===== src/source/uce_pkg.sv =====
package uce_pkg;

  // address and data sizes
  localparam int PADDR_W     = 32;
  localparam int DATA_W      = 64;
  localparam int BLOCK_W     = 128;
  localparam int BLOCK_OFF_W = 4;

  // cache geometry
  localparam int SETS    = 16;
  localparam int INDEX_W = 4;
  localparam int ASSOC   = 2;
  localparam int WAY_W   = 1;
  localparam int TAG_W   = PADDR_W - INDEX_W - BLOCK_OFF_W;

  // an uncached word is replicated this many times across a block
  localparam int WORDS_PER_BLOCK = BLOCK_W / DATA_W;

  // outstanding memory commands
  localparam int MAX_CREDITS = 4;
  localparam int CREDIT_W    = 3;

  typedef enum logic [1:0]
  {
    miss_load,
    uc_load,
    uc_store
  } req_type_e;

  typedef enum logic [1:0]
  {
    mem_rd,
    mem_uc_rd,
    mem_uc_wr
  } mem_msg_e;

  typedef enum logic
  {
    tag_clear,
    tag_set
  } tag_op_e;

  typedef enum logic
  {
    data_write,
    data_uncached
  } data_op_e;

  // selects which tag and data packets the fill writer forms
  typedef enum logic [1:0]
  {
    fill_clear,
    fill_block,
    fill_uncached
  } fill_mode_e;

endpackage


===== src/source/uce_credit_counter.sv =====
`timescale 1ns/1ps

module uce_credit_counter
(
  input  logic clk_i,
  input  logic reset_i,
  input  logic cmd_sent_i,
  input  logic resp_taken_i,
  output logic credits_full_o,
  output logic credits_empty_o
);

  logic [uce_pkg::CREDIT_W-1:0] count_r;

  assign credits_full_o  = (count_r == uce_pkg::CREDIT_W'(uce_pkg::MAX_CREDITS));
  assign credits_empty_o = (count_r == '0);

  // a command and a response in the same cycle leave the count unchanged
  always_ff @(posedge clk_i)
  begin
    if (reset_i)
    begin
      count_r <= '0;
    end
    else if (cmd_sent_i && !resp_taken_i && !credits_full_o)
    begin
      count_r <= count_r + 1'b1;
    end
    else if (resp_taken_i && !cmd_sent_i && !credits_empty_o)
    begin
      count_r <= count_r - 1'b1;
    end
  end

endmodule


===== src/source/uce_mem_cmd_gen.sv =====
`timescale 1ns/1ps

module uce_mem_cmd_gen
(
  input  logic                                clk_i,
  input  logic                                reset_i,
  input  logic                                capture_i,
  input  logic                                cmd_direct_i,
  input  uce_pkg::req_type_e                  cache_req_type_i,
  input  logic [uce_pkg::PADDR_W-1:0]         cache_req_addr_i,
  input  logic [uce_pkg::DATA_W-1:0]          cache_req_data_i,
  input  logic [uce_pkg::WAY_W-1:0]           cache_req_way_i,
  output uce_pkg::req_type_e                  req_type_o,
  output uce_pkg::mem_msg_e                   mem_cmd_type_o,
  output logic [uce_pkg::PADDR_W-1:0]         mem_cmd_addr_o,
  output logic [uce_pkg::WAY_W-1:0]           mem_cmd_way_o,
  output logic [uce_pkg::DATA_W-1:0]          mem_cmd_data_o
);

  uce_pkg::req_type_e                 req_type_r;
  logic [uce_pkg::PADDR_W-1:0]        req_addr_r;
  logic [uce_pkg::DATA_W-1:0]         req_data_r;
  logic [uce_pkg::WAY_W-1:0]          req_way_r;

  uce_pkg::req_type_e                 sel_type;
  logic [uce_pkg::PADDR_W-1:0]        sel_addr;

  // the latched type picks the state that follows the command
  always_ff @(posedge clk_i)
  begin
    if (reset_i)
    begin
      req_type_r <= uce_pkg::miss_load;
    end
    else if (capture_i)
    begin
      req_type_r <= cache_req_type_i;
    end
  end

  always_ff @(posedge clk_i)
  begin
    if (capture_i)
    begin
      req_addr_r <= cache_req_addr_i;
      req_data_r <= cache_req_data_i;
      req_way_r  <= cache_req_way_i;
    end
  end

  assign req_type_o = req_type_r;

  // stores in ready go out straight from the request port
  assign sel_type       = cmd_direct_i ? cache_req_type_i : req_type_r;
  assign sel_addr       = cmd_direct_i ? cache_req_addr_i : req_addr_r;
  assign mem_cmd_way_o  = cmd_direct_i ? cache_req_way_i  : req_way_r;
  assign mem_cmd_data_o = cmd_direct_i ? cache_req_data_i : req_data_r;

  always_comb
  begin
    mem_cmd_type_o = uce_pkg::mem_uc_wr;
    mem_cmd_addr_o = sel_addr;
    case (sel_type)
      uce_pkg::miss_load:
      begin
        mem_cmd_type_o = uce_pkg::mem_rd;
        mem_cmd_addr_o = {sel_addr[uce_pkg::PADDR_W-1:uce_pkg::BLOCK_OFF_W],
                          {uce_pkg::BLOCK_OFF_W{1'b0}}};
      end
      uce_pkg::uc_load:
      begin
        mem_cmd_type_o = uce_pkg::mem_uc_rd;
      end
      default:
      begin
        mem_cmd_type_o = uce_pkg::mem_uc_wr;
      end
    endcase
  end

endmodule


===== src/source/uce_fill_writer.sv =====
`timescale 1ns/1ps

module uce_fill_writer
(
  input  logic                                clk_i,
  input  logic                                reset_i,
  input  uce_pkg::fill_mode_e                 fill_mode_i,
  input  logic                                clear_step_i,
  input  logic [uce_pkg::PADDR_W-1:0]         mem_resp_addr_i,
  input  logic [uce_pkg::WAY_W-1:0]           mem_resp_way_i,
  input  logic [uce_pkg::BLOCK_W-1:0]         mem_resp_data_i,
  output logic                                clear_last_o,
  output uce_pkg::tag_op_e                    tag_pkt_op_o,
  output logic [uce_pkg::INDEX_W-1:0]         tag_pkt_index_o,
  output logic [uce_pkg::WAY_W-1:0]           tag_pkt_way_o,
  output logic [uce_pkg::TAG_W-1:0]           tag_pkt_tag_o,
  output uce_pkg::data_op_e                   data_pkt_op_o,
  output logic [uce_pkg::INDEX_W-1:0]         data_pkt_index_o,
  output logic [uce_pkg::WAY_W-1:0]           data_pkt_way_o,
  output logic [uce_pkg::BLOCK_W-1:0]         data_pkt_data_o
);

  logic [uce_pkg::INDEX_W-1:0] clear_index_r;
  logic [uce_pkg::INDEX_W-1:0] resp_index;
  logic [uce_pkg::TAG_W-1:0]   resp_tag;
  logic                        clearing;

  // the index wraps back to zero after the last set
  always_ff @(posedge clk_i)
  begin
    if (reset_i)
    begin
      clear_index_r <= '0;
    end
    else if (clear_step_i)
    begin
      clear_index_r <= clear_index_r + 1'b1;
    end
  end

  assign clear_last_o = (clear_index_r == uce_pkg::INDEX_W'(uce_pkg::SETS - 1));

  assign resp_index = mem_resp_addr_i[uce_pkg::BLOCK_OFF_W +: uce_pkg::INDEX_W];
  assign resp_tag   = mem_resp_addr_i[uce_pkg::BLOCK_OFF_W + uce_pkg::INDEX_W +: uce_pkg::TAG_W];
  assign clearing   = (fill_mode_i == uce_pkg::fill_clear);

  // a clear invalidates every way of the set, so way and tag are don't care
  assign tag_pkt_op_o    = clearing ? uce_pkg::tag_clear : uce_pkg::tag_set;
  assign tag_pkt_index_o = clearing ? clear_index_r : resp_index;
  assign tag_pkt_way_o   = clearing ? '0 : mem_resp_way_i;
  assign tag_pkt_tag_o   = clearing ? '0 : resp_tag;

  assign data_pkt_index_o = resp_index;
  assign data_pkt_way_o   = mem_resp_way_i;

  always_comb
  begin
    if (fill_mode_i == uce_pkg::fill_uncached)
    begin
      data_pkt_op_o   = uce_pkg::data_uncached;
      data_pkt_data_o = {uce_pkg::WORDS_PER_BLOCK{mem_resp_data_i[uce_pkg::DATA_W-1:0]}};
    end
    else
    begin
      data_pkt_op_o   = uce_pkg::data_write;
      data_pkt_data_o = mem_resp_data_i;
    end
  end

endmodule


===== src/source/uce_ctrl.sv =====
`timescale 1ns/1ps

module uce_ctrl
(
  input  logic                 clk_i,
  input  logic                 reset_i,
  input  logic                 cache_req_v_i,
  input  uce_pkg::req_type_e   cache_req_type_i,
  input  uce_pkg::req_type_e   req_type_i,
  input  logic                 mem_cmd_yumi_i,
  input  logic                 mem_resp_v_i,
  input  uce_pkg::mem_msg_e    mem_resp_type_i,
  input  logic                 tag_pkt_yumi_i,
  input  logic                 data_pkt_yumi_i,
  input  logic                 clear_last_i,
  input  logic                 credits_full_i,
  output logic                 cache_req_yumi_o,
  output logic                 cache_req_busy_o,
  output logic                 cache_req_complete_o,
  output logic                 cache_req_critical_o,
  output logic                 cmd_direct_o,
  output logic                 mem_cmd_v_o,
  output logic                 mem_resp_yumi_o,
  output logic                 tag_pkt_v_o,
  output logic                 data_pkt_v_o,
  output uce_pkg::fill_mode_e  fill_mode_o,
  output logic                 clear_step_o
);

  typedef enum logic [2:0]
  {
    st_reset,
    st_clear,
    st_ready,
    st_send,
    st_fill,
    st_uc_wait
  } state_e;

  state_e state_r;
  state_e state_n;
  logic   uc_store_v;
  logic   store_resp_v;
  logic   load_resp_v;
  logic   load_resp_yumi;

  assign uc_store_v   = cache_req_v_i && (cache_req_type_i == uce_pkg::uc_store);
  assign store_resp_v = mem_resp_v_i && (mem_resp_type_i == uce_pkg::mem_uc_wr);
  assign load_resp_v  = mem_resp_v_i && (mem_resp_type_i != uce_pkg::mem_uc_wr);

  // store responses carry nothing to write back and are taken at once
  assign mem_resp_yumi_o      = (store_resp_v && (state_r != st_reset)) || load_resp_yumi;
  assign cache_req_critical_o = load_resp_yumi;
  assign cache_req_busy_o     = (state_r == st_reset) || (state_r == st_clear) || credits_full_i;
  assign cmd_direct_o         = (state_r == st_ready);

  always_comb
  begin
    state_n              = state_r;
    cache_req_yumi_o     = 1'b0;
    cache_req_complete_o = 1'b0;
    mem_cmd_v_o          = 1'b0;
    load_resp_yumi       = 1'b0;
    tag_pkt_v_o          = 1'b0;
    data_pkt_v_o         = 1'b0;
    fill_mode_o          = uce_pkg::fill_block;
    clear_step_o         = 1'b0;
    case (state_r)
      st_reset:
      begin
        state_n = st_clear;
      end
      st_clear:
      begin
        tag_pkt_v_o          = 1'b1;
        fill_mode_o          = uce_pkg::fill_clear;
        clear_step_o         = tag_pkt_yumi_i;
        cache_req_complete_o = tag_pkt_yumi_i && clear_last_i;
        if (cache_req_complete_o)
        begin
          state_n = st_ready;
        end
      end
      st_ready:
      begin
        if (uc_store_v)
        begin
          mem_cmd_v_o          = !credits_full_i;
          cache_req_yumi_o     = mem_cmd_v_o && mem_cmd_yumi_i;
          cache_req_complete_o = cache_req_yumi_o;
        end
        else
        begin
          cache_req_yumi_o = cache_req_v_i;
          if (cache_req_v_i)
          begin
            state_n = st_send;
          end
        end
      end
      st_send:
      begin
        mem_cmd_v_o = !credits_full_i;
        if (mem_cmd_v_o && mem_cmd_yumi_i)
        begin
          state_n = (req_type_i == uce_pkg::miss_load) ? st_fill : st_uc_wait;
        end
      end
      st_fill:
      begin
        // tag and data are written together from one block response
        tag_pkt_v_o          = load_resp_v;
        data_pkt_v_o         = load_resp_v;
        load_resp_yumi       = load_resp_v && tag_pkt_yumi_i && data_pkt_yumi_i;
        cache_req_complete_o = load_resp_yumi;
        if (load_resp_yumi)
        begin
          state_n = st_ready;
        end
      end
      st_uc_wait:
      begin
        data_pkt_v_o         = load_resp_v;
        fill_mode_o          = uce_pkg::fill_uncached;
        load_resp_yumi       = load_resp_v && data_pkt_yumi_i;
        cache_req_complete_o = load_resp_yumi;
        if (load_resp_yumi)
        begin
          state_n = st_ready;
        end
      end
      default:
      begin
        state_n = st_reset;
      end
    endcase
  end

  always_ff @(posedge clk_i)
  begin
    if (reset_i)
    begin
      state_r <= st_reset;
    end
    else
    begin
      state_r <= state_n;
    end
  end

endmodule


===== src/source/uce_top.sv =====
`timescale 1ns/1ps

module uce_top
(
  input  logic                                clk_i,
  input  logic                                reset_i,

  input  logic                                cache_req_v_i,
  input  uce_pkg::req_type_e                  cache_req_type_i,
  input  logic [uce_pkg::PADDR_W-1:0]         cache_req_addr_i,
  input  logic [uce_pkg::DATA_W-1:0]          cache_req_data_i,
  input  logic [uce_pkg::WAY_W-1:0]           cache_req_way_i,
  output logic                                cache_req_yumi_o,
  output logic                                cache_req_busy_o,
  output logic                                cache_req_complete_o,
  output logic                                cache_req_critical_o,
  output logic                                cache_req_credits_full_o,
  output logic                                cache_req_credits_empty_o,

  output logic                                tag_pkt_v_o,
  output uce_pkg::tag_op_e                    tag_pkt_op_o,
  output logic [uce_pkg::INDEX_W-1:0]         tag_pkt_index_o,
  output logic [uce_pkg::WAY_W-1:0]           tag_pkt_way_o,
  output logic [uce_pkg::TAG_W-1:0]           tag_pkt_tag_o,
  input  logic                                tag_pkt_yumi_i,

  output logic                                data_pkt_v_o,
  output uce_pkg::data_op_e                   data_pkt_op_o,
  output logic [uce_pkg::INDEX_W-1:0]         data_pkt_index_o,
  output logic [uce_pkg::WAY_W-1:0]           data_pkt_way_o,
  output logic [uce_pkg::BLOCK_W-1:0]         data_pkt_data_o,
  input  logic                                data_pkt_yumi_i,

  output logic                                mem_cmd_v_o,
  output uce_pkg::mem_msg_e                   mem_cmd_type_o,
  output logic [uce_pkg::PADDR_W-1:0]         mem_cmd_addr_o,
  output logic [uce_pkg::WAY_W-1:0]           mem_cmd_way_o,
  output logic [uce_pkg::DATA_W-1:0]          mem_cmd_data_o,
  input  logic                                mem_cmd_yumi_i,

  input  logic                                mem_resp_v_i,
  input  uce_pkg::mem_msg_e                   mem_resp_type_i,
  input  logic [uce_pkg::PADDR_W-1:0]         mem_resp_addr_i,
  input  logic [uce_pkg::WAY_W-1:0]           mem_resp_way_i,
  input  logic [uce_pkg::BLOCK_W-1:0]         mem_resp_data_i,
  output logic                                mem_resp_yumi_o
);

  uce_pkg::req_type_e  req_type;
  uce_pkg::fill_mode_e fill_mode;
  logic                cmd_direct;
  logic                clear_step;
  logic                clear_last;

  uce_ctrl u_uce_ctrl
  (
    .clk_i                (clk_i),
    .reset_i              (reset_i),
    .cache_req_v_i        (cache_req_v_i),
    .cache_req_type_i     (cache_req_type_i),
    .req_type_i           (req_type),
    .mem_cmd_yumi_i       (mem_cmd_yumi_i),
    .mem_resp_v_i         (mem_resp_v_i),
    .mem_resp_type_i      (mem_resp_type_i),
    .tag_pkt_yumi_i       (tag_pkt_yumi_i),
    .data_pkt_yumi_i      (data_pkt_yumi_i),
    .clear_last_i         (clear_last),
    .credits_full_i       (cache_req_credits_full_o),
    .cache_req_yumi_o     (cache_req_yumi_o),
    .cache_req_busy_o     (cache_req_busy_o),
    .cache_req_complete_o (cache_req_complete_o),
    .cache_req_critical_o (cache_req_critical_o),
    .cmd_direct_o         (cmd_direct),
    .mem_cmd_v_o          (mem_cmd_v_o),
    .mem_resp_yumi_o      (mem_resp_yumi_o),
    .tag_pkt_v_o          (tag_pkt_v_o),
    .data_pkt_v_o         (data_pkt_v_o),
    .fill_mode_o          (fill_mode),
    .clear_step_o         (clear_step)
  );

  uce_mem_cmd_gen u_uce_mem_cmd_gen
  (
    .clk_i            (clk_i),
    .reset_i          (reset_i),
    .capture_i        (cache_req_yumi_o),
    .cmd_direct_i     (cmd_direct),
    .cache_req_type_i (cache_req_type_i),
    .cache_req_addr_i (cache_req_addr_i),
    .cache_req_data_i (cache_req_data_i),
    .cache_req_way_i  (cache_req_way_i),
    .req_type_o       (req_type),
    .mem_cmd_type_o   (mem_cmd_type_o),
    .mem_cmd_addr_o   (mem_cmd_addr_o),
    .mem_cmd_way_o    (mem_cmd_way_o),
    .mem_cmd_data_o   (mem_cmd_data_o)
  );

  uce_fill_writer u_uce_fill_writer
  (
    .clk_i            (clk_i),
    .reset_i          (reset_i),
    .fill_mode_i      (fill_mode),
    .clear_step_i     (clear_step),
    .mem_resp_addr_i  (mem_resp_addr_i),
    .mem_resp_way_i   (mem_resp_way_i),
    .mem_resp_data_i  (mem_resp_data_i),
    .clear_last_o     (clear_last),
    .tag_pkt_op_o     (tag_pkt_op_o),
    .tag_pkt_index_o  (tag_pkt_index_o),
    .tag_pkt_way_o    (tag_pkt_way_o),
    .tag_pkt_tag_o    (tag_pkt_tag_o),
    .data_pkt_op_o    (data_pkt_op_o),
    .data_pkt_index_o (data_pkt_index_o),
    .data_pkt_way_o   (data_pkt_way_o),
    .data_pkt_data_o  (data_pkt_data_o)
  );

  uce_credit_counter u_uce_credit_counter
  (
    .clk_i           (clk_i),
    .reset_i         (reset_i),
    .cmd_sent_i      (mem_cmd_v_o & mem_cmd_yumi_i),
    .resp_taken_i    (mem_resp_yumi_o),
    .credits_full_o  (cache_req_credits_full_o),
    .credits_empty_o (cache_req_credits_empty_o)
  );

endmodule


===== config.mk =====
export PLATFORM = sky130hd
export DESIGN_NAME = uce_top
export DESIGN_NICKNAME = d
export VERILOG_FILES = /design/src/source/uce_pkg.sv /design/src/source/uce_credit_counter.sv /design/src/source/uce_mem_cmd_gen.sv /design/src/source/uce_fill_writer.sv /design/src/source/uce_ctrl.sv /design/src/source/uce_top.sv
export SDC_FILE = /design/constraint.sdc
export NUM_CORES = 1
export LEC_CHECK = 0
export ABC_AREA = 1
export BUFFER_PORTS_ARGS = -buffer_cell sky130_fd_sc_hd__buf_4
export CAP_MARGIN = 20
export CORE_AREA = 2 2 210 212
export CTS_BUF_LIST = sky130_fd_sc_hd__clkbuf_16
export CTS_CLUSTER_DIAMETER = 50
export DETAILED_ROUTE_END_ITERATION = 16
export DIE_AREA = 0 0 212 214
export PLACE_DENSITY = 0.5
export SLEW_MARGIN = 25
export SYNTH_ARGS = -nofsm -noshare
export SYNTH_HDL_FRONTEND = slang
export SYNTH_HIERARCHICAL = 1
export SYNTH_SLANG_ARGS = --single-unit

===== constraint.sdc =====
create_clock -name clk_i -period 41.1 [get_ports clk_i]
set_clock_uncertainty 0.05 [all_clocks]
set_input_delay 8.22 -clock clk_i [delete_from_list [all_inputs] [get_ports clk_i]]
set_output_delay 8.22 -clock clk_i [all_outputs]
set_load 0.05 [all_outputs]

Word level (Yosys, flattened, before mapping)
Index checks and enable logic that the tools add are counted.
Word-level totals
  logic and storage cells: 91
  output and inout bits: 273
  bits of input ports: 269
  register bits after elaboration: 109
Operators by class
  equal/unequal tests: 18
  bitwise logic cells: 1
  reduce and logical (&&, ||, !) cells: 29
  add/subtract/negate cells: 3
  mux-type cells: 33
Operators with widths (count)
  128-bit two-way mux: 1
  64-bit two-way mux: 1
  32-bit two-way mux: 1
  24-bit two-way mux: 1
  3-bit two-way mux: 8
  3-bit one-hot mux with 6 select lines: 1
  1-bit logical AND: 13
  1-bit two-way mux: 11
  3-bit == test, second input constant: 3
  4-bit two-way mux: 2
  2-bit inequality test, second input constant: 4
  2-bit one-hot mux with 2 select lines: 2
  2-bit == test, second input constant: 3
  3-bit by 2-bit == test with 1-bit output, second input constant: 2
  2-bit logical NOT: 3
  3-bit logical NOT: 2
  2-bit by 1-bit inequality test with 1-bit output, second input constant: 3
  1-bit one-hot mux with 2 select lines: 3
  6-bit AND reduction: 1
  4-bit by 1-bit adder with 4-bit output, second input constant: 1
  4-bit == test, second input constant: 1
  1-bit logical NOT: 4
  1-bit one-hot mux with 4 select lines: 1
  3-bit by 1-bit adder with 3-bit output, second input constant: 1
  9 further kinds: 11

Depth between registers and ports, before layout
Gate-level depths: netlist of the first run.
  depth after elaboration: 10
  mapped depth: 15
  gate-level depth less buffers: 15

Hierarchy
The synthesis of the first run kept the hierarchy.
By module, submodules not included
  uce_mem_cmd_gen: area an instance 4276.6 µm², cells each 431, instances 1
  uce_fill_writer: area an instance 1813.0 µm², cells each 369, instances 1
  uce_ctrl: area an instance 384.1 µm², cells each 71, instances 1
  uce_credit_counter: area an instance 197.7 µm², cells each 32, instances 1
  uce_top: area an instance 7.5 µm², cells each 2, instances 1

Least setup slack after synthesis of the first run
No wires, ideal clock.
  kind: in2out
  start point: input cache_req_type_i[0]
  end point: output cache_req_yumi_o
  setup slack: 15461 ps
  arrival: 17369 ps
  buffers on the path: 0
  cell stages on the path: 2
  data required time: 32830 ps
  cells stage by stage: inv_1 -> a311oi_1
On the way
  cells in the longest elaborated chain, start to end: 4
RTL lines
  start, declared: RTL line uce_top.sv:9  | input uce_pkg::req_type_e cache_req_type_i,
  2-bit == test: RTL line uce_ctrl.sv:47  | assign uc_store_v = cache_req_v_i && (cache_req_type_i == uce_pkg::uc_store);
  1-bit logical AND: RTL line uce_ctrl.sv:47
  1-bit two-way mux: RTL line uce_ctrl.sv:86  | if (uc_store_v)
  1-bit two-way mux: RTL line uce_ctrl.sv:68  | case (state_r)
  end, declared: RTL line uce_top.sv:13  | output logic cache_req_yumi_o,
No other way between the ends.

Worst setup path after layout of the first run
  start point: input cache_req_type_i[0]
  end point: output mem_cmd_v_o
On the way
  cells in the longest elaborated chain, start to end: 4
RTL lines
  2-bit == test: RTL line uce_ctrl.sv:47
  1-bit logical AND: RTL line uce_ctrl.sv:47
  1-bit two-way mux: RTL line uce_ctrl.sv:86
  1-bit one-hot mux with 2 select lines: RTL line uce_ctrl.sv:68
  end, declared: RTL line uce_top.sv:34  | output logic mem_cmd_v_o,
No other way between the ends.

==> run metrics, run 1 <==
Clk Latency, worst-skew pair 0.36 ns; flip-flop and latch count after synthesis 109; PwrDens 58.9 nW/um2; maximum number of pins on one net before global-route repair 82; Seq/Total Area, Yosys 47.2%; placer's final routability congestion estimate 0.868; total negative setup slack 0 ns; DIE AREA 45400 um2; total of max-cap violations 0; worst-case setup slack after placement 23.36 ns; number of buffers added to fix hold violations after cts 0; vias post-DR 7005; dpl cell area 10700 um2; distinct cell type count of the synthesized netlist 26; initial antenna violation count 0; endpoint class of the critical path output port; I/O pin cnt 542; worst-case clock buffer depth 2; Rows 76; worst-case headroom to the max-slew limit 38.4%; most frequent cells after synthesis sky130_fd_sc_hd__nand2_1, sky130_fd_sc_hd__edfxtp_1, sky130_fd_sc_hd__buf_4; Worst VDD drop 0.0360 mV; clk sinks 109; Post-route DRC 0; filler cell count in the final layout 4727; CP required 32.83 ns; initial standard-cell utilization of the core 15.6%; number of H-tree levels 3; final worst setup slack 23.38 ns; Layout area overhead 64.5%; area share of the largest cell type after synthesis 43.6%; library cell with the largest summed area after synthesis sky130_fd_sc_hd__edfxtp_1; TritonCTS clock tree yes; post-route antenna net violation count 0; per-cell via count in the routed design 3.61; initial DRC count 378; count of pins over their slew limit 0; top cells by area in the synthesized netlist sky130_fd_sc_hd__edfxtp_1, sky130_fd_sc_hd__nand2_1, sky130_fd_sc_hd__buf_4; first-pass iteration count of the detailed router 4; signal arrival time at the worst endpoint 9.45 ns; Pwr Total 647 uW; clock transition time at the flip-flop clock pins of the worst setup and hold paths 0.07 ns; Die Wd 212 um; final cell area excluding filler cells 11000 um2; flip-flop cell with the highest count after synthesis sky130_fd_sc_hd__edfxtp_1; global route overflow 0; share of post-route cells with drive strength above 1 42.6%; crit path launch type primary input; final critical-path share of the clock period 43.1%; wire length of the first global-routing pass 40100 um; area inside the core boundary 42900 um2; postcts setup bufs 0; Mapped Cells 905; half-perimeter wire length after placement 22300 um; maximum fanout encountered on the critical timing path 3; net count reported at finish 1623; clock buffers created by TritonCTS 9; kind of critical path primary input to output port; peak clock frequency supported by timing 56.4 MHz; final routed wire length divided by cell count 14.4 um; die extent in y 214 um; Total Routed Length 28000 um; vias in the first global route 6555; outcome complete, no violations; count of flip-flops with a built-in enable after synthesis 97; number of antenna repair diodes 0; count of endpoints failing hold in the final timing report 0; Worst Max-Slew Pin Slew 0.924 ns; post-route core utilization 25.6%; number of warning messages in the yosys log 6; worst min-delay path category flip-flop to flip-flop; Post-Synthesis Cell Area 6680 um2; Clock Root Buffer sky130_fd_sc_hd__clkbuf_16; proportion of register bits with asynchronous set or reset after synthesis 0%; shortest period the worst path allows 17.72 ns; RSZ-0062 raised after global routing false; mean post-synth cell area 7.38 um2; cell with the most instances after synthesis sky130_fd_sc_hd__nand2_1; syn_nets 1176; number of port buffers 537; Resized cells post-CTS 0; leakage 0.00567 uW; global-route usage over all layers 11.5%; setup violators final 0
placed cells by master (no fill, tap or decap), types with 2 or more instances in the layout:
cell type | synthesis | routed
sky130_fd_sc_hd__nand2_1 | 523 | 523
sky130_fd_sc_hd__a21oi_1 | 15 | 15
sky130_fd_sc_hd__dfxtp_1 | 12 | 12
sky130_fd_sc_hd__nand3_1 | 11 | 11
sky130_fd_sc_hd__nand4_1 | 2 | 2
sky130_fd_sc_hd__clkbuf_16 | 0 | 9
sky130_fd_sc_hd__inv_2 | 6 | 5
sky130_fd_sc_hd__o21ai_0 | 6 | 6
sky130_fd_sc_hd__nand2_2 | 5 | 5
sky130_fd_sc_hd__nor3_1 | 2 | 2
sky130_fd_sc_hd__clkinv_4 | 0 | 3
sky130_fd_sc_hd__inv_1 | 53 | 55
sky130_fd_sc_hd__nor2_2 | 6 | 6
sky130_fd_sc_hd__edfxtp_1 | 97 | 97
sky130_fd_sc_hd__nor2_1 | 50 | 49
sky130_fd_sc_hd__buf_4 | 84 | 542
metal layers:
| layer | GRT usage (%) | routed length (um) | share of wire, % | vias to the layer above |
|---|---|---|---|---|
| met5 | 0 | 0 | 0 | - |
| met4 | 2.39 | 469 | 1.7 | 0 |
| met3 | 2.68 | 2100 | 7.5 | 29 |
| met2 | 20.0 | 13700 | 49 | 278 |
| met1 | 14.5 | 11700 | 42 | 3082 |
| li1 | - | - | - | 3616 |
path summary, 6_finish.rpt:
| kind | startpoint | end | slack (ns) | cells past startpoint |
|---|---|---|---|---|
| min reg2reg | u_uce_mem_cmd_gen/req_type_o[1] | u_uce_mem_cmd_gen/req_type_o[1] | 0.44 | 2 |
| max reg2reg | u_uce_credit_counter/count_r[0] | u_uce_mem_cmd_gen/req_data_r[48] | 38.48 | 8 |
| min | u_uce_mem_cmd_gen/req_type_o[1] | u_uce_mem_cmd_gen/req_type_o[1] | 0.44 | 2 |
| max | cache_req_type_i[0] | mem_cmd_v_o | 23.38 | 5 |
area by class of cell:
type / count / area (um2) / area share [%]
Tap cell: 585 / 732 / 6.66
Sequential cell: 109 / 3150 / 28.7
Inverter: 60 / 229 / 2.08
Timing Repair Buffer: 543 / 4080 / 37.1
Multi-Input combinational cell: 629 / 2510 / 22.9
Clock inverter: 7 / 53.8 / 0.490
Clock buffer: 9 / 225 / 2.05
cell families after synthesis:
kind of cell / Yosys count / share of synthesized area, %
AND/OR/NAND/NOR: 601 / 34.6
buffers and inverters: 167 / 15.5
flip-flops: 109 / 47.2
AO/OA/AOI/OAI: 26 / 2.21
adder cells (fa/ha/maj): 2 / 0.487
state kept, by name (all words and copies together), names as in the netlist:
register,count
u_uce_mem_cmd_gen/req_type_o,2
u_uce_fill_writer/clear_index_r,4
u_uce_mem_cmd_gen/req_addr_r,32
u_uce_ctrl/state_r,3
u_uce_mem_cmd_gen/req_data_r,64
u_uce_credit_counter/count_r,3
u_uce_mem_cmd_gen/req_way_r,1
through the flow:
stage | instances | hold slack (ns)
after floorplan | 905 | 0.394
after global placement | 1926 | 0.415
after detailed placement | 1926 | 0.434
after CTS | 1942 | 0.445
after global routing | 1942 | 0.457
final | 1942 | 0.442
worst max-delay path: stages:
cell and delay [ns]:
sky130_fd_sc_hd__buf_4 0.13, sky130_fd_sc_hd__inv_1 0.13, sky130_fd_sc_hd__nand3_1 0.10, sky130_fd_sc_hd__a2111oi_0 0.55, sky130_fd_sc_hd__buf_4 0.31
where the power goes:
part | switching [uW] | total (uW) | internal [uW]
combinational | 308 | 421 | 113
sequential | 5.89 | 141 | 135
clock | 43.6 | 85.5 | 41.8
Power figures use the tool's default switching activity.
==> run 2: changes to the inputs <==
--- a/config.mk
+++ b/config.mk
@@ -5,15 +5,15 @@
 export SDC_FILE = /design/constraint.sdc
 export NUM_CORES = 1
 export LEC_CHECK = 0
-export ABC_AREA = 1
+export ABC_AREA = 0
 export BUFFER_PORTS_ARGS = -buffer_cell sky130_fd_sc_hd__buf_4
 export CAP_MARGIN = 20
-export CORE_AREA = 2 2 210 212
+export CORE_AREA = 2 2 213 215
 export CTS_BUF_LIST = sky130_fd_sc_hd__clkbuf_16
 export CTS_CLUSTER_DIAMETER = 50
 export DETAILED_ROUTE_END_ITERATION = 16
-export DIE_AREA = 0 0 212 214
-export PLACE_DENSITY = 0.5
+export DIE_AREA = 0 0 215 217
+export PLACE_DENSITY = 0.51
 export SLEW_MARGIN = 25
 export SYNTH_ARGS = -nofsm -noshare
 export SYNTH_HDL_FRONTEND = slang
==> constraint.sdc (replaced) <==
create_clock -name clk_i -period 15.32 [get_ports clk_i]
set_clock_uncertainty 0.05 [all_clocks]
set_input_delay 3.064 -clock clk_i [delete_from_list [all_inputs] [get_ports clk_i]]
set_output_delay 3.064 -clock clk_i [all_outputs]
set_load 0.05 [all_outputs]
==> run 2 against run 1 <==
Compared with the run above: area after synthesis rose by 3.1%; cell area is 2.4% higher; final cell count down 20%; largest cell class unchanged.
==> run metrics, run 2 <==
signal arrival time at the worst endpoint 4.24 ns; CP required 12.21 ns; flip-flop and latch count after synthesis 109; worst min-delay path category flip-flop to flip-flop; number of port buffers 537; peak clock frequency supported by timing 136 MHz; share of post-route cells with drive strength above 1 76.6%; Post-route DRC 0; final routed wire length divided by cell count 17.9 um; outcome complete, no violations; Clock Root Buffer sky130_fd_sc_hd__clkbuf_16; commonest cells after routing, fill and taps aside sky130_fd_sc_hd__buf_4, sky130_fd_sc_hd__edfxtp_1, sky130_fd_sc_hd__mux2_2; final worst setup slack 7.97 ns; Total Routed Length 27800 um; Post-Synthesis Cell Area 6890 um2; worst-case setup slack after placement 7.96 ns; count of pins over their slew limit 0; RSZ-0062 raised after global routing false; postcts setup bufs 0; post-route antenna net violation count 0; Clk Latency, worst-skew pair 0.37 ns; switching portion of total power 31.6%; crit path launch type primary input; count of flip-flops with a built-in enable after synthesis 97; PwrDens 67.8 nW/um2; maximum fanout encountered on the critical timing path 6; global route overflow 0; per-cell via count in the routed design 3.64; initial antenna violation count 10; endpoint class of the critical path output port; vias post-DR 5657; I/O pin cnt 542; leakage 0.00486 uW; DIE AREA 46700 um2; TritonCTS clock tree yes; half-perimeter wire length after placement 23000 um; part of the total power dissipated in combinational logic 27.4%; library cell with the largest summed area after synthesis sky130_fd_sc_hd__edfxtp_1; flip-flop cell with the highest count after synthesis sky130_fd_sc_hd__edfxtp_1; register bank with the most flops u_uce_mem_cmd_gen/req_data_r; first-pass iteration count of the detailed router 4; total of max-cap violations 0; area share of the largest cell type after synthesis 42.3%; initial standard-cell utilization of the core 15.4%; number of H-tree levels 3; clock share of power 30.1%; count of endpoints failing hold in the final timing report 0; number of warning messages in the yosys log 6; initial DRC count 258; Die Wd 215 um; post-route core utilization 25.2%; Mapped Cells 490; shortest period the worst path allows 7.35 ns; internal power 521 uW; most frequent cells after synthesis sky130_fd_sc_hd__edfxtp_1, sky130_fd_sc_hd__mux2_2, sky130_fd_sc_hd__mux2_4; minimum hold slack 0.503 ns; proportion of register bits with asynchronous set or reset after synthesis 0%; largest registers u_uce_mem_cmd_gen/req_data_r: 64 flops, u_uce_mem_cmd_gen/req_addr_r: 32 flops, u_uce_fill_writer/clear_index_r: 4 flops; setup violators final 0; maximum number of pins on one net before global-route repair 79; final critical-path share of the clock period 48.0%; kind of critical path primary input to output port; worst-case headroom to the max-slew limit 43.2%; area inside the core boundary 44700 um2; Worst VDD drop 0.0501 mV; clk sinks 109; Resized cells post-CTS 0; mean post-synth cell area 14.1 um2; clock buffers created by TritonCTS 9; flip-flop count of the largest register, all copies and words added 64; cell with the most instances after synthesis sky130_fd_sc_hd__edfxtp_1; distinct cell type count of the synthesized netlist 51; top cells by area in the synthesized netlist sky130_fd_sc_hd__edfxtp_1, sky130_fd_sc_hd__mux2_4, sky130_fd_sc_hd__mux2_2; sequential power share 42.5%; worst-case clock buffer depth 2; wire length of the first global-routing pass 38000 um; Worst Max-Slew Pin Slew 0.853 ns; die extent in y 217 um; final cell area excluding filler cells 11200 um2; placer's final routability congestion estimate 0.776; Seq/Total Area, Yosys 45.8%; most common library cell in the layout ignoring fill and taps sky130_fd_sc_hd__buf_4; clock transition time at the flip-flop clock pins of the worst setup and hold paths 0.08 ns; vias in the first global route 5523; dpl cell area 11000 um2; global-route usage over all layers 11.1%; net count reported at finish 1220; reported net switching power 241 uW; Rows 78; syn_nets 761; Layout area overhead 63.4%; number of buffers added to fix hold violations after cts 0; total negative setup slack 0 ns
run 2: changes by cell type in the layout (fill, tap and decap cells not counted), moves of 5 or more:
cell,previous run,this run
sky130_fd_sc_hd__nand3_1,11,2
sky130_fd_sc_hd__nor2_1,49,18
sky130_fd_sc_hd__inv_2,5,0
sky130_fd_sc_hd__nor2_2,6,0
sky130_fd_sc_hd__nand2_2,5,0
sky130_fd_sc_hd__nand2_1,523,3
sky130_fd_sc_hd__mux2_4,0,80
sky130_fd_sc_hd__a21oi_1,15,4
sky130_fd_sc_hd__nor2b_1,0,29
sky130_fd_sc_hd__mux2_2,0,83
sky130_fd_sc_hd__inv_1,55,5
run 2: through the flow:
stage,instances,total power (uW)
2_1_floorplan,490,451
3_3_place_gp,1538,539
3_5_place_dp,1538,540
4_1_cts,1554,778
5_1_grt,1555,793
6_report,1556,762
run 2: final cells by class:
type	count	area, um2
Multi-Input combinational cell	284	2980
Clock inverter	7	52.6
Inverter	4	15.0
Timing Repair Buffer	541	4070
Sequential cell	109	3150
Clock buffer	9	225
Tap cell	600	751
Fill cell	4787	33400
Antenna cell	2	5.00
run 2: path summary, 6_finish.rpt:
kind	startpoint	end	slack, ns	depth (start not counted)
hold / removal	u_uce_credit_counter/count_r[0]	u_uce_credit_counter/count_r[0]	0.50	2
setup / recovery	mem_resp_type_i[0]	mem_resp_yumi_o	7.97	6
hold reg to reg	u_uce_credit_counter/count_r[0]	u_uce_credit_counter/count_r[0]	0.50	2
setup reg to reg	u_uce_ctrl/state_r[1]	u_uce_credit_counter/count_r[2]	12.30	8
run 2: metal layers:
metal,routed length [um],share of wire (%),GRT usage [%],up-vias
met2,12600,45,16.8,280
met5,78,0.28,0,-
li1,-,-,-,2649
met4,301,1.1,2.85,14
met1,11900,43,14.3,2686
met3,2970,11,4.98,28
run 2: kinds of logic after synthesis:
| group | count (synthesis) | synth area share (%) |
|---|---|---|
| muxes | 167 | 31.6 |
| AOI/OAI and AO/OA | 32 | 3.43 |
| buffers and inverters | 97 | 11.3 |
| and+or+nand+nor | 80 | 6.98 |
| xor gates and xnor gates | 3 | 0.382 |
| adders and majority gates | 2 | 0.472 |
| DFF | 109 | 45.8 |
run 2: power by group through the flow:
stage	Combinational [uW]	Sequential, uW	Clock (uW)
global placement	208	331	0
global route	217	324	251
detailed placement	209	331	0
CTS	210	324	244
floorplan	121	331	0
finish	209	324	229
run 2: worst max-delay path, stage by stage:
cell and delay (ns):
sky130_fd_sc_hd__buf_4 0.08, sky130_fd_sc_hd__nand2b_4 0.12, sky130_fd_sc_hd__o2111ai_1 0.22, sky130_fd_sc_hd__o21ai_0 0.23
sky130_fd_sc_hd__o21a_1 0.28, sky130_fd_sc_hd__buf_4 0.25
==> run 3: changes to the inputs <==
==> constraint.sdc (replaced) <==
create_clock -name clk_i -period 6.5 [get_ports clk_i]
set_clock_uncertainty 0.05 [all_clocks]
set_input_delay 1.3 -clock clk_i [delete_from_list [all_inputs] [get_ports clk_i]]
set_output_delay 1.3 -clock clk_i [all_outputs]
set_load 0.05 [all_outputs]
==> run 3 against run 2 <==
Compared with the run above: hold slack improved by 0.0053 ns; first-iteration DRC count rose by 21%; routed wire length fell by 0.91%; global-route usage fell by 0.15 points; core utilization rose by 0.14 points; sequential power rose by 140%; non-clock buffer count rose by 4; via count fell by 1.1%; sequential share of layout area fell by 0.16 points; sequential cell count did not move; worst setup slack got worse by 5.8 ns.
==> run metrics, run 3 (synthesis gave the netlist of run 2 again) <==
number of H-tree levels 3; TritonCTS clock tree yes; flip-flop count of the largest register, all copies and words added 64; vias post-DR 5595; depth of the worst register-to-register path 5; signal arrival time at the worst endpoint 3.03 ns; area taken by multi-input logic gates 2970 um2; I/O pin cnt 542; global-route usage over all layers 10.9%; number of port buffers 537; Sequential Area 3150 um2; Layout area overhead 64.3%; CP required 5.15 ns; critical path cell sequence nand2b_1 > nor2_1 > nor2b_4 > buf_12 > buf_4 > mux2_4 > buf_4; final critical-path share of the clock period 67.3%; Resized cells post-CTS 0; count of endpoints failing hold in the final timing report 0; share of post-route cells with drive strength above 1 76.7%; initial standard-cell utilization of the core 15.4%; endpoint class of the critical path output port; Die Wd 215 um; number of buffers added to fix hold violations after cts 0; final routed wire length divided by cell count 17.7 um; commonest cells after routing, fill and taps aside sky130_fd_sc_hd__buf_4, sky130_fd_sc_hd__edfxtp_1, sky130_fd_sc_hd__mux2_2; net count reported at finish 1224; kind of critical path flip-flop to output port; most common library cell in the layout ignoring fill and taps sky130_fd_sc_hd__buf_4; initial DRC count 312; Worst VDD drop 0.133 mV; Total Routed Length 27600 um; clock buffers created by TritonCTS 9; CP delay by family, top simple AND/OR/NAND/NOR gates; Rows 78; outcome complete, no violations; die extent in y 217 um; Post-route DRC 0; worst-case headroom to the max-slew limit 45.9%; capturing element of the worst setup path data_pkt_data_o[105]; launching element of the worst setup path u_uce_ctrl/state_r[0]; minimum hold slack 0.509 ns; number of cells on the critical path 7; area inside the core boundary 44700 um2; maximum number of pins on one net before global-route repair 76; first-pass iteration count of the detailed router 4; clk sinks 109; total negative setup slack 0 ns; postcts setup bufs 0; largest registers u_uce_mem_cmd_gen/req_data_r: 64 flops, u_uce_mem_cmd_gen/req_addr_r: 32 flops, u_uce_fill_writer/clear_index_r: 4 flops; total of max-cap violations 0; setup slack on the worst flop-to-flop path 3.26 ns; global route overflow 0; count of pins over their slew limit 0; crit path launch type flip-flop; Pwr Total 1800 uW; setup violators final 0; shortest period the worst path allows 4.38 ns; FF-to-FF End u_uce_mem_cmd_gen/req_data_r[30]; initial antenna violation count 11; Critical path buffers and inverters 3; wire length of the first global-routing pass 37500 um; Clk Latency, worst-skew pair 0.36 ns; post-route antenna net violation count 0; DIE AREA 46700 um2; worst-case clock buffer depth 2; largest stage delay on the critical path 0.55 ns; maximum fanout encountered on the critical timing path 21; vias in the first global route 5307; placer's final routability congestion estimate 0.763; Slowest cell on crit path sky130_fd_sc_hd__dfxtp_1; Clock Root Buffer sky130_fd_sc_hd__clkbuf_16; Worst Max-Slew Pin Slew 0.810 ns; reg-to-reg critical path startpoint u_uce_ctrl/state_r[1]; PwrDens 159 nW/um2; register bank with the most flops u_uce_mem_cmd_gen/req_data_r; worst min-delay path category flip-flop to flip-flop; most repeated library cell on the critical path sky130_fd_sc_hd__buf_4; half-perimeter wire length after placement 23000 um; RSZ-0062 raised after global routing false; per-cell via count in the routed design 3.59; clock transition time at the flip-flop clock pins of the worst setup and hold paths 0.08 ns; filler cell count in the final layout 4787; leakage 0.00488 uW; peak clock frequency supported by timing 228 MHz
-- run 3: worst min-delay path by stage --
| stage | startpoint | end | depth (start not counted) |
|---|---|---|---|
| floorplan | u_uce_mem_cmd_gen/req_type_o[0] | u_uce_mem_cmd_gen/req_type_o[0] | 2 |
| global placement | u_uce_fill_writer/clear_index_r[1] | u_uce_fill_writer/clear_index_r[1] | 2 |
| detailed placement | u_uce_credit_counter/count_r[1] | u_uce_credit_counter/count_r[1] | 2 |
| CTS | u_uce_credit_counter/count_r[0] | u_uce_credit_counter/count_r[0] | 2 |
| global route | u_uce_fill_writer/clear_index_r[1] | u_uce_fill_writer/clear_index_r[1] | 2 |
| finish | u_uce_credit_counter/count_r[1] | u_uce_credit_counter/count_r[1] | 2 |
-- run 3: final cells by class --
class	count	area share, %
clock inverters	7	0.453
flip-flops and latches	109	27.9
multi-input cells	284	26.3
diodes	1	0.0221
well taps	600	6.64
repair buffers	545	36.6
inverters	4	0.133
clock buffers	9	1.99
-- run 3: worst min-delay path, delay by kind of cell (launching register included) --
family | cells | cell delay, ns
flip-flops | 1 | 0.35
AND/OR/NAND/NOR | 2 | 0.17
-- run 3: where the power goes --
part | switching (uW) | leakage, uW | internal [uW]
clock | 280 | 0.000131 | 263
sequential | 2.55 | 0.000969 | 762
combinational | 287 | 0.00379 | 204
-- run 3: stage by stage --
step                      utilization [%]  std cells  cell area [um2]  worst slack [ns]
after CTS                            25.3       1557            11300              2.08
after global routing                 25.3       1559            11300              1.90
final                                25.3       1559            11300              2.12
after floorplan                         -        490             6890             0.868
after detailed placement             24.6       1541            11000              2.47
after global placement               24.6       1540            11000              2.16
-- run 3: per-layer routing --
layer  GRT usage (%)  vias up  part of all wire (%)
li1                -     2658                     -
met1            14.1     2625                    43
met2            16.5      267                    45
met3            5.38       27                    11
met4            2.32       18                  0.76
met5               0        -                  0.39
